==> config.mk <==
export PLATFORM = sky130hd
export DESIGN_NAME = if_stage
export DESIGN_NICKNAME = d
export VERILOG_FILES = /design/src/rtl/if_pkg.sv /design/src/rtl/axi_fetch_master.sv /design/src/rtl/if_stage.sv /design/src/rtl/inst_predecode.sv /design/src/rtl/pc_predict.sv
export SDC_FILE = /design/constraint.sdc
export NUM_CORES = 1
export LEC_CHECK = 0
export BUFFER_PORTS_ARGS = -buffer_cell sky130_fd_sc_hd__buf_2
export CAP_MARGIN = 20
export CORE_MARGIN = 2
export CORE_UTILIZATION = 45
export DETAILED_ROUTE_END_ITERATION = 8
export PLACE_DENSITY = 0.69
export SLEW_MARGIN = 10
export SYNTH_ARGS = -nofsm -noshare
export SYNTH_HDL_FRONTEND = slang
export SYNTH_SLANG_ARGS = --single-unit
==> constraint.sdc <==
create_clock -name clk -period 5.7 [get_ports clk]
set_clock_uncertainty 0.1 [all_clocks]
set_input_delay 1.14 -clock clk [delete_from_list [all_inputs] [get_ports clk]]
set_output_delay 1.14 -clock clk [all_outputs]
set_load 0.05 [all_outputs]
==> src/rtl/if_pkg.sv <==
package if_pkg;

  // address and pc width
  localparam int XLEN = 64;
  // one fetched instruction
  localparam int INST_W = 32;
  // axi read data bus
  localparam int AXI_DATA_W = 64;
  localparam int AXI_RESP_W = 2;

  // first fetch address after reset
  localparam logic [XLEN-1:0] RESET_PC = 64'h0000_0000_8000_0000;
  // addi x0,x0,0 handed to decode on a bus error
  localparam logic [INST_W-1:0] NOP_INST = 32'h0000_0013;

  // major opcodes seen by the predecoder
  localparam logic [6:0] OPC_JAL = 7'b1101111;
  localparam logic [6:0] OPC_BRANCH = 7'b1100011;

  // axi response codes
  localparam logic [AXI_RESP_W-1:0] RESP_OKAY = 2'b00;

  // fetch master states
  localparam logic [1:0] ST_IDLE = 2'd0;
  localparam logic [1:0] ST_ADDR = 2'd1;
  localparam logic [1:0] ST_DATA = 2'd2;

  // j-type layout, immediate bits scattered
  typedef struct packed {
    logic       imm20;
    logic [9:0] imm10_1;
    logic       imm11;
    logic [7:0] imm19_12;
    logic [4:0] rd;
    logic [6:0] opcode;
  } j_fmt_t;

  // b-type layout, sign bit on top as usual
  typedef struct packed {
    logic       imm12;
    logic [5:0] imm10_5;
    logic [4:0] rs2;
    logic [4:0] rs1;
    logic [2:0] funct3;
    logic [3:0] imm4_1;
    logic       imm11;
    logic [6:0] opcode;
  } b_fmt_t;

  // same instruction word, two decodings
  typedef union packed {
    j_fmt_t j_fmt;
    b_fmt_t b_fmt;
  } inst_u;

endpackage

==> src/rtl/axi_fetch_master.sv <==
`timescale 1ns/1ps

module axi_fetch_master import if_pkg::*; (
  input  logic                  clk,
  input  logic                  rst_n_i,
  input  logic                  pc_ready,
  input  logic [XLEN-1:0]       fetch_pc,
  input  logic                  redirect_i,
  output logic                  ar_fire,
  input  logic                  axi_ar_ready_i,
  output logic                  axi_ar_valid_o,
  output logic [XLEN-1:0]       axi_ar_addr_o,
  output logic                  axi_r_ready_o,
  input  logic                  axi_r_valid_i,
  input  logic [AXI_DATA_W-1:0] axi_r_data_i,
  input  logic [AXI_RESP_W-1:0] axi_r_resp_i,
  input  logic                  axi_r_last_i,
  output logic                  rsp_take,
  output logic [INST_W-1:0]     rsp_word,
  output logic                  rsp_err
);

  logic [1:0]      state_q;
  // first cycle of a raised AR
  logic            ar_first_q;
  // outstanding read belongs to an old pc
  logic            drop_q;
  // address held under AR back-pressure
  logic [XLEN-1:0] addr_q;
  logic            r_fire;
  logic            drop_now;
  // start a new read at the next edge
  logic            launch;

  assign axi_ar_valid_o = (state_q == ST_ADDR);
  assign axi_r_ready_o = (state_q == ST_DATA);

  // pc register was loaded at the edge that raised AR,
  // afterwards the copy keeps the address still
  assign axi_ar_addr_o = ar_first_q ? fetch_pc : addr_q;

  // stale acceptances leave the fresh pc alone
  assign ar_fire = axi_ar_valid_o & axi_ar_ready_i & ~drop_q;
  assign r_fire = axi_r_ready_o & axi_r_valid_i;

  // redirect in the handshake cycle also kills the response
  assign drop_now = drop_q | redirect_i;
  assign rsp_take = r_fire & ~drop_now;

  // 4-aligned fetch, word sits in the low half
  // single beat reads so r_last carries nothing new
  assign rsp_word = axi_r_data_i[INST_W-1:0];
  assign rsp_err = (axi_r_resp_i != RESP_OKAY);

  // back to back from the R handshake, else from idle
  assign launch = pc_ready & ((state_q == ST_IDLE) | r_fire);

  // one read in flight at most
  always_ff @(posedge clk) begin
    if (!rst_n_i) begin
      state_q <= ST_IDLE;
    end else begin
      case (state_q)
        ST_IDLE: begin
          if (launch) begin
            state_q <= ST_ADDR;
          end
        end
        ST_ADDR: begin
          if (axi_ar_ready_i) begin
            state_q <= ST_DATA;
          end
        end
        ST_DATA: begin
          if (axi_r_valid_i) begin
            state_q <= launch ? ST_ADDR : ST_IDLE;
          end
        end
        default: begin
          state_q <= ST_IDLE;
        end
      endcase
    end
  end

  always_ff @(posedge clk) begin
    if (!rst_n_i) begin
      ar_first_q <= 1'b0;
    end else begin
      ar_first_q <= launch;
    end
  end

  // hold whatever went out this cycle
  always_ff @(posedge clk) begin
    addr_q <= axi_ar_addr_o;
  end

  // drop marker lives until the stale R handshake
  always_ff @(posedge clk) begin
    if (!rst_n_i) begin
      drop_q <= 1'b0;
    end else if (r_fire) begin
      drop_q <= 1'b0;
    end else if (redirect_i && state_q != ST_IDLE) begin
      drop_q <= 1'b1;
    end
  end

endmodule

==> src/rtl/if_stage.sv <==
`timescale 1ns/1ps

module if_stage import if_pkg::*; (
  input  logic                  clk,
  input  logic                  rst_n_i,
  // decode side
  input  logic                  stall_i,
  output logic                  inst_valid_o,
  output logic [INST_W-1:0]     inst_o,
  output logic [XLEN-1:0]       inst_pc_o,
  output logic                  inst_err_o,
  // execute side
  input  logic                  redirect_i,
  input  logic [XLEN-1:0]       redirect_pc_i,
  // axi read address channel
  input  logic                  axi_ar_ready_i,
  output logic                  axi_ar_valid_o,
  output logic [XLEN-1:0]       axi_ar_addr_o,
  // axi read data channel
  output logic                  axi_r_ready_o,
  input  logic                  axi_r_valid_i,
  input  logic [AXI_DATA_W-1:0] axi_r_data_i,
  input  logic [AXI_RESP_W-1:0] axi_r_resp_i,
  input  logic                  axi_r_last_i
);

  // pc toward the master
  logic [XLEN-1:0]   fetch_pc;
  logic              pc_ready;
  logic              ar_fire;
  // accepted response toward pc and decode
  logic              rsp_take;
  logic [INST_W-1:0] rsp_word;
  logic              rsp_err;
  // predicted next pc from the returned word
  logic [XLEN-1:0]   pred_pc;

  pc_predict u_pc_predict (
    .clk           (clk),
    .rst_n_i       (rst_n_i),
    .stall_i       (stall_i),
    .redirect_i    (redirect_i),
    .redirect_pc_i (redirect_pc_i),
    .rsp_take      (rsp_take),
    .pred_pc       (pred_pc),
    .ar_fire       (ar_fire),
    .fetch_pc      (fetch_pc),
    .pc_ready      (pc_ready)
  );

  axi_fetch_master u_axi_fetch_master (
    .clk            (clk),
    .rst_n_i        (rst_n_i),
    .pc_ready       (pc_ready),
    .fetch_pc       (fetch_pc),
    .redirect_i     (redirect_i),
    .ar_fire        (ar_fire),
    .axi_ar_ready_i (axi_ar_ready_i),
    .axi_ar_valid_o (axi_ar_valid_o),
    .axi_ar_addr_o  (axi_ar_addr_o),
    .axi_r_ready_o  (axi_r_ready_o),
    .axi_r_valid_i  (axi_r_valid_i),
    .axi_r_data_i   (axi_r_data_i),
    .axi_r_resp_i   (axi_r_resp_i),
    .axi_r_last_i   (axi_r_last_i),
    .rsp_take       (rsp_take),
    .rsp_word       (rsp_word),
    .rsp_err        (rsp_err)
  );

  inst_predecode u_inst_predecode (
    .clk          (clk),
    .rst_n_i      (rst_n_i),
    .rsp_take     (rsp_take),
    .rsp_word     (rsp_word),
    .rsp_err      (rsp_err),
    .fetch_pc     (fetch_pc),
    .pred_pc      (pred_pc),
    .inst_valid_o (inst_valid_o),
    .inst_o       (inst_o),
    .inst_pc_o    (inst_pc_o),
    .inst_err_o   (inst_err_o)
  );

endmodule

==> src/rtl/inst_predecode.sv <==
`timescale 1ns/1ps

module inst_predecode import if_pkg::*; (
  input  logic              clk,
  input  logic              rst_n_i,
  input  logic              rsp_take,
  input  logic [INST_W-1:0] rsp_word,
  input  logic              rsp_err,
  input  logic [XLEN-1:0]   fetch_pc,
  output logic [XLEN-1:0]   pred_pc,
  output logic              inst_valid_o,
  output logic [INST_W-1:0] inst_o,
  output logic [XLEN-1:0]   inst_pc_o,
  output logic              inst_err_o
);

  inst_u           word;
  logic [XLEN-1:0] j_imm;
  logic [XLEN-1:0] b_imm;
  logic            is_jal;
  // conditional branch pointing backward
  logic            is_back_br;

  assign word = rsp_word;

  // jal offset, 21 bits sign extended
  assign j_imm = {{(XLEN-20){word.j_fmt.imm20}},
                  word.j_fmt.imm19_12,
                  word.j_fmt.imm11,
                  word.j_fmt.imm10_1,
                  1'b0};

  // branch offset, 13 bits sign extended
  assign b_imm = {{(XLEN-12){word.b_fmt.imm12}},
                  word.b_fmt.imm11,
                  word.b_fmt.imm10_5,
                  word.b_fmt.imm4_1,
                  1'b0};

  assign is_jal = (word.j_fmt.opcode == OPC_JAL);
  // loops mostly close backward, so take those
  assign is_back_br = (word.b_fmt.opcode == OPC_BRANCH) & word.b_fmt.imm12;

  // static prediction
  // fetch_pc is still the address of this read
  always_comb begin
    if (rsp_err) begin
      pred_pc = fetch_pc + XLEN'(4);
    end else if (is_jal) begin
      pred_pc = fetch_pc + j_imm;
    end else if (is_back_br) begin
      pred_pc = fetch_pc + b_imm;
    end else begin
      pred_pc = fetch_pc + XLEN'(4);
    end
  end

  // strobe and error flag toward decode
  always_ff @(posedge clk) begin
    if (!rst_n_i) begin
      inst_valid_o <= 1'b0;
      inst_err_o <= 1'b0;
    end else begin
      inst_valid_o <= rsp_take;
      if (rsp_take) begin
        inst_err_o <= rsp_err;
      end
    end
  end

  // instruction and its pc
  // faulted fetch turns into a nop
  always_ff @(posedge clk) begin
    if (rsp_take) begin
      inst_o <= rsp_err ? NOP_INST : rsp_word;
      inst_pc_o <= fetch_pc;
    end
  end

endmodule

==> src/rtl/pc_predict.sv <==
`timescale 1ns/1ps

module pc_predict import if_pkg::*; (
  input  logic            clk,
  input  logic            rst_n_i,
  input  logic            stall_i,
  input  logic            redirect_i,
  input  logic [XLEN-1:0] redirect_pc_i,
  input  logic            rsp_take,
  input  logic [XLEN-1:0] pred_pc,
  input  logic            ar_fire,
  output logic [XLEN-1:0] fetch_pc,
  output logic            pc_ready
);

  // pc not yet sent out on AR
  logic fresh_q;
  // pc gets a new value at this edge
  logic pc_load;

  assign pc_load = redirect_i | rsp_take;

  // pc register
  // execute wins over the predictor
  always_ff @(posedge clk) begin
    if (!rst_n_i) begin
      fetch_pc <= RESET_PC;
    end else if (redirect_i) begin
      fetch_pc <= redirect_pc_i;
    end else if (rsp_take) begin
      fetch_pc <= pred_pc;
    end
  end

  // fresh flag
  // reset counts as a load of RESET_PC
  always_ff @(posedge clk) begin
    if (!rst_n_i) begin
      fresh_q <= 1'b1;
    end else if (pc_load) begin
      fresh_q <= 1'b1;
    end else if (ar_fire) begin
      fresh_q <= 1'b0;
    end
  end

  // a load at this edge already counts as fresh,
  // so the master can raise AR right in the next cycle
  // decode stall only holds back a new request
  assign pc_ready = (fresh_q | pc_load) & ~stall_i;

endmodule
==> flow_summary.ini, run 1 <==
[logic_synthesis]
synth-edff-count = 96
ys_seq_area_share_pct = 33.0
synth_top_area_share_pct = 17.0
yosysTopAreaCell = edfxtp_1
synth-async-reset-ratio_pct = 0
yosysUniqueCellTypes = 80
synth_flop_cell = dfxtp_1
ys_warn_count = 0
syn_nets = 2266
syn_avg_cell_area_um2 = 8.25
yosysMostFrequentCell = a21oi_1
synth_common_cells = a21oi_1, nand2_1, o21ai_0
synthCells = 2051
synthTopCellsByArea = edfxtp_1, dfxtp_1, a21oi_1, ha_1, o21ai_0
netlist_area_um2 = 16900
ys_ff_latch = 231

[clock_network]
cts_resized = 0
cts_buffers = 26
clk-insertion-delay-late_ns = 0.58
cts_root_buf = clkbuf_16
postCtsSetupRepairBufs = 0
clk_pin_slew_worst_paths_ns = 0.06
ctsHoldBuffers = 0
h-tree-depth = 1
tritoncts = done
cts_buffer_depth = 3
cts_sinks = 231

[finish]
antenna_cells = 0
syn2layout_area_growth_pct = 17.5
final_util_pct = 53.3
n_fill_cell = 3570
drive_above_1_share_pct = 21.1
final_nets = 2498
final_cell_area_um2 = 19900

[timing]
rsz0062_at_grt = false
min_period_over_period_pct = 85.7
setup_viol = 0
fmax_mhz = 205
hold_viol = 0
final-max-slew-violation-count = 0
worstMarginPinSlew_ns = 1.25
min_period_ns = 4.88
slew_headroom_pct = 15.6
setup_tns_ns = 0
fin_hold_ws_ns = 0.373

[detailed_routing]
dr.first_iter.drc_count = 2363
drc = 0
ant_nets = 0
vias_per_cell = 6.65
route.vias.total = 18461
post_drt_wl_per_cell_um = 27.5
firstDrtPassIters = 6
wl_mm = 76.3

[pwr]
switching_share_pct = 34.9
p_seq_share_pct = 36.3
irDropWorstVdd_v = 0.000265
combPwrFrac_pct = 27.3
p_per_area_nw_per_um2 = 270
p_clk_share_pct = 36.3
switchingPower_uw = 1870
total_power_uw = 5360
leakagePower_uw = 0.00799
internal_power_uw = 3490

[min_path]
hp-start = u_axi_fetch_master.addr_q[18]
hold_path_class = register to register

[setup_path]
critPathArrivalTime_ns = 5.27
critPathMaxFanout = 15
cp-start-kind = input pin
reg2reg_slack_ns = 1.23
worstPathRequired_ns = 6.09
critPathLaunch = axi_r_data_i[31]
crit_type = input pin to register
crit-reg2reg-launch = u_pc_predict.fetch_pc[2]
crit_path_end_kind = register

[place]
placed_cell_area_um2 = 18900
gp_congestion = 0.979
dp.final_hpwl_mm = 58.2
port_buffers = 267

[job]
cap_violations = 0

[grt]
grt_first_pass_wirelength_mm = 110
grt_usage_pct = 37.7
antenna_found_initial = 1
grt.overflow.total = 0
grt_pass1_vias = 16958
grt_start_max_net_pins = 69

[floorplan]
die_area_um2 = 39200
fp-row-count = 71
start_util_pct = 45.3
coreArea_um2 = 37300
die_h_um = 198
die_w_um = 198
ios = 301

[outcome]
status = finished, final reports clean
## routing by layer
layer  up-vias  GRT usage [%]  part of all wire [%]
li1       8277              -                     -
met1      8825           56.0                    45
met2      1212           54.7                    41
met3       145           8.50                    12
met4         2           9.16                   2.6
met5         -              0                 0.013
## final timing paths
| kind | end | cells after the start |
|---|---|---|
| max | u_pc_predict.fetch_pc[33] | 12 |
| min | u_axi_fetch_master.addr_q[18] | 1 |
| max reg2reg | u_pc_predict.fetch_pc[33] | 12 |
| min reg2reg | u_axi_fetch_master.addr_q[18] | 1 |
## state kept, by name (all words and copies together) (netlist names), 2 cells and up
register / flops
u_axi_fetch_master.state_q: 2
u_inst_predecode.inst_o: 32
u_pc_predict.fetch_pc: 64
u_inst_predecode.inst_pc_o: 64
u_axi_fetch_master.addr_q: 64
## stage by stage
step                setup WS (ns)  cells
floorplan                  0.0383   2051
global route                0.803   2777
finish                      0.818   2777
global placement            0.716   2729
detailed placement          0.606   2729
CTS                          1.13   2777
## critical path, stage by stage
cell and delay [ns]:
buf_2 0.45, ha_1 0.45, a21o_1 0.25, a2111oi_0 0.79, o211ai_1 0.19, nor3_1 0.53
o31ai_4 0.18, nand2_1 0.10, mux2_2 0.34, a2111oi_0 0.50, buf_4 0.22, o21a_1 0.11
## placed cells by master, fill, tap and decap left out, types with 28 or more instances in the layout
cell and n:
buf_2 266, a21oi_1 222, nand2_1 181, o21ai_0 176, dfxtp_1 134, nor2_1 128, edfxtp_1 96, ha_1 76
buf_4 68, mux2_2 66, nor3_1 64, nand3_1 56, inv_1 46, nand4_1 46, xnor2_1 44, and3_1 40
and2_1 38, a211oi_1 35, a21o_1 34, xor2_1 34, o211ai_1 28, clkbuf_16 28
## power groups by stage
stage | clock [uW] | sequential (uW) | combinational [uW]
floorplan | 0 | 1940 | 989
global placement | 0 | 1970 | 1410
detailed placement | 0 | 1980 | 1420
CTS | 1970 | 1940 | 1430
global route | 2030 | 1960 | 1550
finish | 1950 | 1950 | 1470
## layout make-up
| cell class | instances | area, um^2 | area share (%) |
|---|---|---|---|
| repair buffers | 334 | 1840 | 9.26 |
| clock buffers | 33 | 749 | 3.77 |
| inverters | 47 | 179 | 0.900 |
| multi-input cells | 1643 | 10700 | 53.7 |
| flip-flops and latches | 231 | 5590 | 28.1 |
| clock inverters | 15 | 255 | 1.28 |
| well taps | 474 | 593 | 2.98 |
## cell families after synthesis
family / count (synthesis) / synth area share [%]
flip-flops: 231 / 33.0
multiplexers: 75 / 4.92
XOR/XNOR: 78 / 4.04
adder cells (fa/ha/maj): 78 / 5.86
AND/OR/NAND/NOR: 647 / 18.9
buffers and inverters: 177 / 4.07
AO/OA/AOI/OAI: 765 / 29.2
Power figures use the tool's default switching activity.
==> run 2, diff against run 1 <==
Settings changed: SYNTH_HIERARCHICAL set to 1.
==> flow_summary.ini, run 2 <==
[clock_network]
cts_root_buf = clkbuf_16
cts_sinks = 231
tritoncts = done
cts_buffers = 24
clk_pin_slew_worst_paths_ns = 0.06
h-tree-depth = 1
cts_resized = 0
cts_buffer_depth = 3
ctsHoldBuffers = 0
postCtsSetupRepairBufs = 0
clk-insertion-delay-late_ns = 0.54

[logic_synthesis]
synth_flop_cell = dfxtp_1
syn_avg_cell_area_um2 = 8.89
syn_nets = 2226
synth_top_area_share_pct = 16.1
yosysUniqueCellTypes = 97
synthTopCellsByArea = edfxtp_1, dfxtp_1, ha_1, mux2_4, mux2i_1
ys_warn_count = 6
netlist_area_um2 = 17900
yosysMostFrequentCell = a21oi_1
ys_ff_latch = 231
synth_common_cells = a21oi_1, nor2_1, dfxtp_1
synthCells = 2011
synth-edff-count = 96
yosysTopAreaCell = edfxtp_1
ys_seq_area_share_pct = 31.2
synth-async-reset-ratio_pct = 0

[grt]
grt_pass1_vias = 16460
antenna_found_initial = 1
grt_start_max_net_pins = 87
grt.overflow.total = 0
grt_usage_pct = 30.7
grt_first_pass_wirelength_mm = 99.0

[timing]
worstMarginPinSlew_ns = 1.02
hold_viol = 0
setup_tns_ns = 0
setup_viol = 0
final-max-slew-violation-count = 0
min_period_over_period_pct = 80.2
slew_headroom_pct = 31.2
rsz0062_at_grt = false
min_period_ns = 4.57
fin_hold_ws_ns = 0.369
fmax_mhz = 219

[finish]
syn2layout_area_growth_pct = 13.0
most-common-layout-cells = buf_2, a21oi_1, nor2_1
final_nets = 2422
drive_above_1_share_pct = 21.8
antenna_cells = 0
multi_input_area_um2 = 11200
largest_registers = u_axi_fetch_master/addr_q x64, u_inst_predecode/inst_pc_o x64, u_pc_predict/fetch_pc x64
final-seq-area_um2 = 5590
final_common_cell = buf_2
n_fill_cell = 3803

[pwr]
leakagePower_uw = 0.00795
irDropWorstVdd_v = 0.000309
p_per_area_nw_per_um2 = 258

[detailed_routing]
wl_mm = 65.5
drc = 0
dr.first_iter.drc_count = 1665
post_drt_wl_per_cell_um = 23.8
ant_nets = 0
vias_per_cell = 6.28
firstDrtPassIters = 8
route.vias.total = 17276

[setup_path]
critPathArrivalTime_ns = 4.92
cp-start-kind = input pin
crit_type = input pin to register
critPathMaxFanout = 24
worstPathRequired_ns = 6.05
crit_path_end_kind = register

[place]
port_buffers = 267
gp_congestion = 0.991
dp.final_hpwl_mm = 49.1

[floorplan]
fp-row-count = 73
ios = 301
die_h_um = 203
start_util_pct = 45.3
coreArea_um2 = 39500
die_w_um = 203
die_area_um2 = 41300

[job]
cap_violations = 0

[outcome]
status = finished, final reports clean

[min_path]
hold_path_class = register to register
[run 2: cell types whose count changed after synthesis, moves of 28 or more]
cell / change
mux2_2: -61
buf_4: +37
nor3_1: -28
a211oi_1: +60
o21ai_0: -91
clkbuf_1: -43
nor2b_1: +87
a21oi_1: -77
nand2_1: -50
mux2i_1: +65
mux2_4: +60
[run 2: critical path: stages]
cell and delay, ns:
buf_2 0.44, ha_1 0.45, buf_4 0.20, a21oi_1 0.20
o21ai_0 0.23, a211oi_1 0.51, o211ai_1 0.38, or2_1 0.44
a32o_1 0.31, o41ai_2 0.27, mux2i_1 0.11, a211oi_1 0.23
[run 2: path summary, 6_finish.rpt]
check / start / to / slack (ns) / cells past startpoint
max: axi_r_data_i[31] / u_pc_predict/fetch_pc[62] / 1.13 / 12
min: u_axi_fetch_master/addr_q[56] / u_axi_fetch_master/addr_q[56] / 0.37 / 1
min reg2reg: u_axi_fetch_master/addr_q[56] / u_axi_fetch_master/addr_q[56] / 0.37 / 1
max reg2reg: u_pc_predict/fetch_pc[2] / u_pc_predict/fetch_pc[57] / 1.30 / 12
[run 2: final cells by class]
cell class                      count  area share [%]
Timing Repair Buffer              333            9.19
Sequential cell                   231            27.7
Multi-Input combinational cell   1575            55.4
Clock inverter                      7           0.192
Tap cell                          525            3.25
Clock buffer                       37            3.57
Inverter                           42           0.780
[run 2: kinds of logic after synthesis]
kind of cell | count (synthesis) | share of synthesized area (%)
flip-flops | 231 | 31.2
AND/OR/NAND/NOR | 642 | 18.9
AO/OA/AOI/OAI | 627 | 24.2
multiplexers | 139 | 9.50
buffers and inverters | 205 | 6.33
XOR/XNOR | 89 | 4.36
adder cells (fa/ha/maj) | 78 | 5.54
[run 2: per-layer routing]
layer / wire [um] / global-route usage, %
met2: 28100 / 46.6
met5: 13 / 0
met3: 4960 / 4.68
met1: 29900 / 43.7
met4: 2480 / 11.7
[run 2: power breakdown]
group / internal, uW / total [uW] / switching (uW)
Clock: 871 / 1510 / 638
Sequential: 1860 / 1980 / 122
Combinational: 583 / 1720 / 1140
Total: 3320 / 5220 / 1900
[run 2: per-stage QoR]
step | setup WS [ns] | power, uW | area (um^2) | util [%] | std cells
global placement | 0.721 | 3690 | 19400 | 49.3 | 2706
CTS | 1.26 | 5230 | 20200 | 51.2 | 2750
finish | 1.13 | 5220 | 20200 | 51.2 | 2750
global route | 0.852 | 5440 | 20200 | 51.2 | 2750
floorplan | 0.861 | 3270 | 17900 | - | 2011
detailed placement | 0.732 | 3710 | 19400 | 49.3 | 2706
==> run 3, diff against run 2 <==
Settings changed: ABC_AREA set to 1, PLACE_DENSITY 0.69 to 0.65.
Clock period 5.7 ns to 4.69 ns, I/O delays scaled along.
==> flow_summary.ini, run 3 <==
[pwr]
internal_power_uw = 4070
p_seq_share_pct = 37.3
leakagePower_uw = 0.0122
combPwrFrac_pct = 27.8
switchingPower_uw = 2210
switching_share_pct = 35.2
p_clk_share_pct = 34.9
p_per_area_nw_per_um2 = 274
irDropWorstVdd_v = 0.000331

[timing]
fmax_mhz = 263
setup_ws_ns = 0.894
final-max-slew-violation-count = 0
rsz0062_at_grt = false
hold_viol = 0
slew_headroom_pct = 35.9
setup_viol = 0
min_period_ns = 3.80
worstMarginPinSlew_ns = 0.961
min_period_over_period_pct = 80.9

[finish]
final_nets = 3725
layout.cells.non_filler = 4121
final_common_cell = nand2_1
largest_registers = u_axi_fetch_master/addr_q x64, u_inst_predecode/inst_pc_o x64, u_pc_predict/fetch_pc x64
syn2layout_area_growth_pct = 13.0
drive_above_1_share_pct = 14.1
n_fill_cell = 4710
most-common-layout-cells = nand2_1, inv_1, nand3_1
antenna_cells = 0

[logic_synthesis]
syn_avg_cell_area_um2 = 6.20
ys_ff_latch = 231
yosysUniqueCellTypes = 60
netlist_area_um2 = 20300
synth_top_area_share_pct = 24.0
yosysTopAreaCell = nand2_1
synthTopCellsByArea = nand2_1, edfxtp_1, dfxtp_1, inv_1, nand3_1
ys_seq_area_share_pct = 27.5
synthCells = 3274
syn_nets = 3489
yosysMostFrequentCell = nand2_1
ys_warn_count = 6
synth-edff-count = 96
synth_common_cells = nand2_1, inv_1, nand3_1
synth-async-reset-ratio_pct = 0
synth_flop_cell = dfxtp_1

[min_path]
hold_end = u_axi_fetch_master/addr_q[4]
hold_depth = 1
hold_path_class = register to register
hp-start = u_axi_fetch_master/addr_q[4]

[grt]
antenna_found_initial = 0
grt_usage_pct = 33.9
grt_pass1_vias = 19551
grt_first_pass_wirelength_mm = 120
grt.overflow.total = 0
grt_start_max_net_pins = 65

[place]
placed_cells = 4074
port_buffers = 267
dp.final_hpwl_mm = 65.9
gp_congestion = 1.03
post-place-ws_ns = 0.409

[floorplan]
die_h_um = 216
die_area_um2 = 46800
die_w_um = 216
ios = 301
start_util_pct = 45.8
coreArea_um2 = 44300
fp-row-count = 77

[setup_path]
critPathArrivalTime_ns = 4.15
reg2reg_slack_ns = 1.01
crit_type = input pin to register
cp-start-kind = input pin
r2r_cells = 22
crit_path_end_kind = register
critPathMaxFanout = 16
crit-reg2reg-launch = u_pc_predict/fetch_pc[1]
rr_endpoint = u_pc_predict/fetch_pc[39]
worstPathRequired_ns = 5.05

[clock_network]
cts_sinks = 231
cts_root_buf = clkbuf_16
cts_resized = 0
h-tree-depth = 1
ctsHoldBuffers = 0
clk_pin_slew_worst_paths_ns = 0.06
cts_buffer_depth = 3
postCtsSetupRepairBufs = 0
tritoncts = done
cts_buffers = 25
clk-insertion-delay-late_ns = 0.56

[detailed_routing]
wl_mm = 82.3
ant_nets = 0
drc = 0
firstDrtPassIters = 6
route.vias.total = 22057
vias_per_cell = 5.35
dr.first_iter.drc_count = 2238
post_drt_wl_per_cell_um = 20.0

[outcome]
status = finished, final reports clean

[job]
cap_violations = 0
## run 3: final cells by class
type | instances | area, um^2 | area share, %
Multi-Input combinational cell | 2476 | 12200 | 53.2
Sequential cell | 231 | 5590 | 24.4
Timing Repair Buffer | 317 | 1740 | 7.61
Inverter | 459 | 1720 | 7.52
Tap cell | 592 | 741 | 3.23
Clock buffer | 33 | 736 | 3.21
Clock inverter | 13 | 193 | 0.840
## run 3: power groups by stage
stage	Sequential (uW)	Clock (uW)	Combinational, uW
2_1_floorplan	2340	0	1260
3_3_place_gp	2380	0	1710
3_5_place_dp	2380	0	1710
4_1_cts	2340	2210	1720
5_1_grt	2350	2290	1890
6_report	2340	2200	1750
## run 3: critical path, cell delays in order
cell and delay (ns):
buf_2 0.43, buf_4 0.30, ha_1 0.29, nand2_1 0.19
inv_1 0.06, nand2_1 0.06, nand2_1 0.06, o21bai_1 0.19
nand3b_1 0.48, nand2_1 0.21, nand2_1 0.07, nand2_1 0.06
nand3_1 0.19, nand3_1 0.14, nand2_1 0.08, nand2_1 0.08
nand2_1 0.08, nand3_1 0.09, nand2_1 0.06, nand2_1 0.06
nand2_1 0.05
## run 3: worst max-delay path by stage
stage	from	end	slack [ns]	depth (start not counted)
final	axi_r_data_i[31]	u_pc_predict/fetch_pc[39]	0.89	21
after global routing	axi_r_data_i[31]	u_pc_predict/fetch_pc[39]	0.66	20
after CTS	axi_r_data_i[31]	u_pc_predict/fetch_pc[39]	1.0	21
after detailed placement	axi_r_data_i[31]	u_pc_predict/fetch_pc[39]	0.41	21
after global placement	axi_r_data_i[31]	u_pc_predict/fetch_pc[39]	0.45	21
after floorplan	axi_r_valid_i	u_axi_fetch_master/state_q[0]	-0.69	8
## run 3: cell families (layout without fill, tap and decap cells)
kind of cell,count (synthesis),count (layout),synth area share (%)
compound gates,296,296,7.84
mux,64,64,4.66
buf+inv,567,822,12.4
fa+ha+maj,78,78,4.88
flops,231,231,27.5
simple gates,1998,1998,41.0
xor+xnor,40,40,1.73
## run 3: metal layers
metal  track usage (%)  vias up  routed length [um]
met5                 0        -                   0
met4              16.7        0                4590
met3              4.38      201                6790
met2              54.7      990               36700
met1              44.7    10043               34200
li1                  -    10823                   -
## run 3: metrics by stage
step,instance area (um^2),hold slack (ns),util [%],total power [uW],setup TNS (ns)
after detailed placement,22000,0.353,49.6,4100,0
after global routing,22900,0.375,51.7,6530,0
final,22900,0.369,51.7,6280,0
after floorplan,20300,0.345,-,3600,-46.40
after CTS,22900,0.369,51.7,6280,0
after global placement,22000,0.351,49.6,4090,0
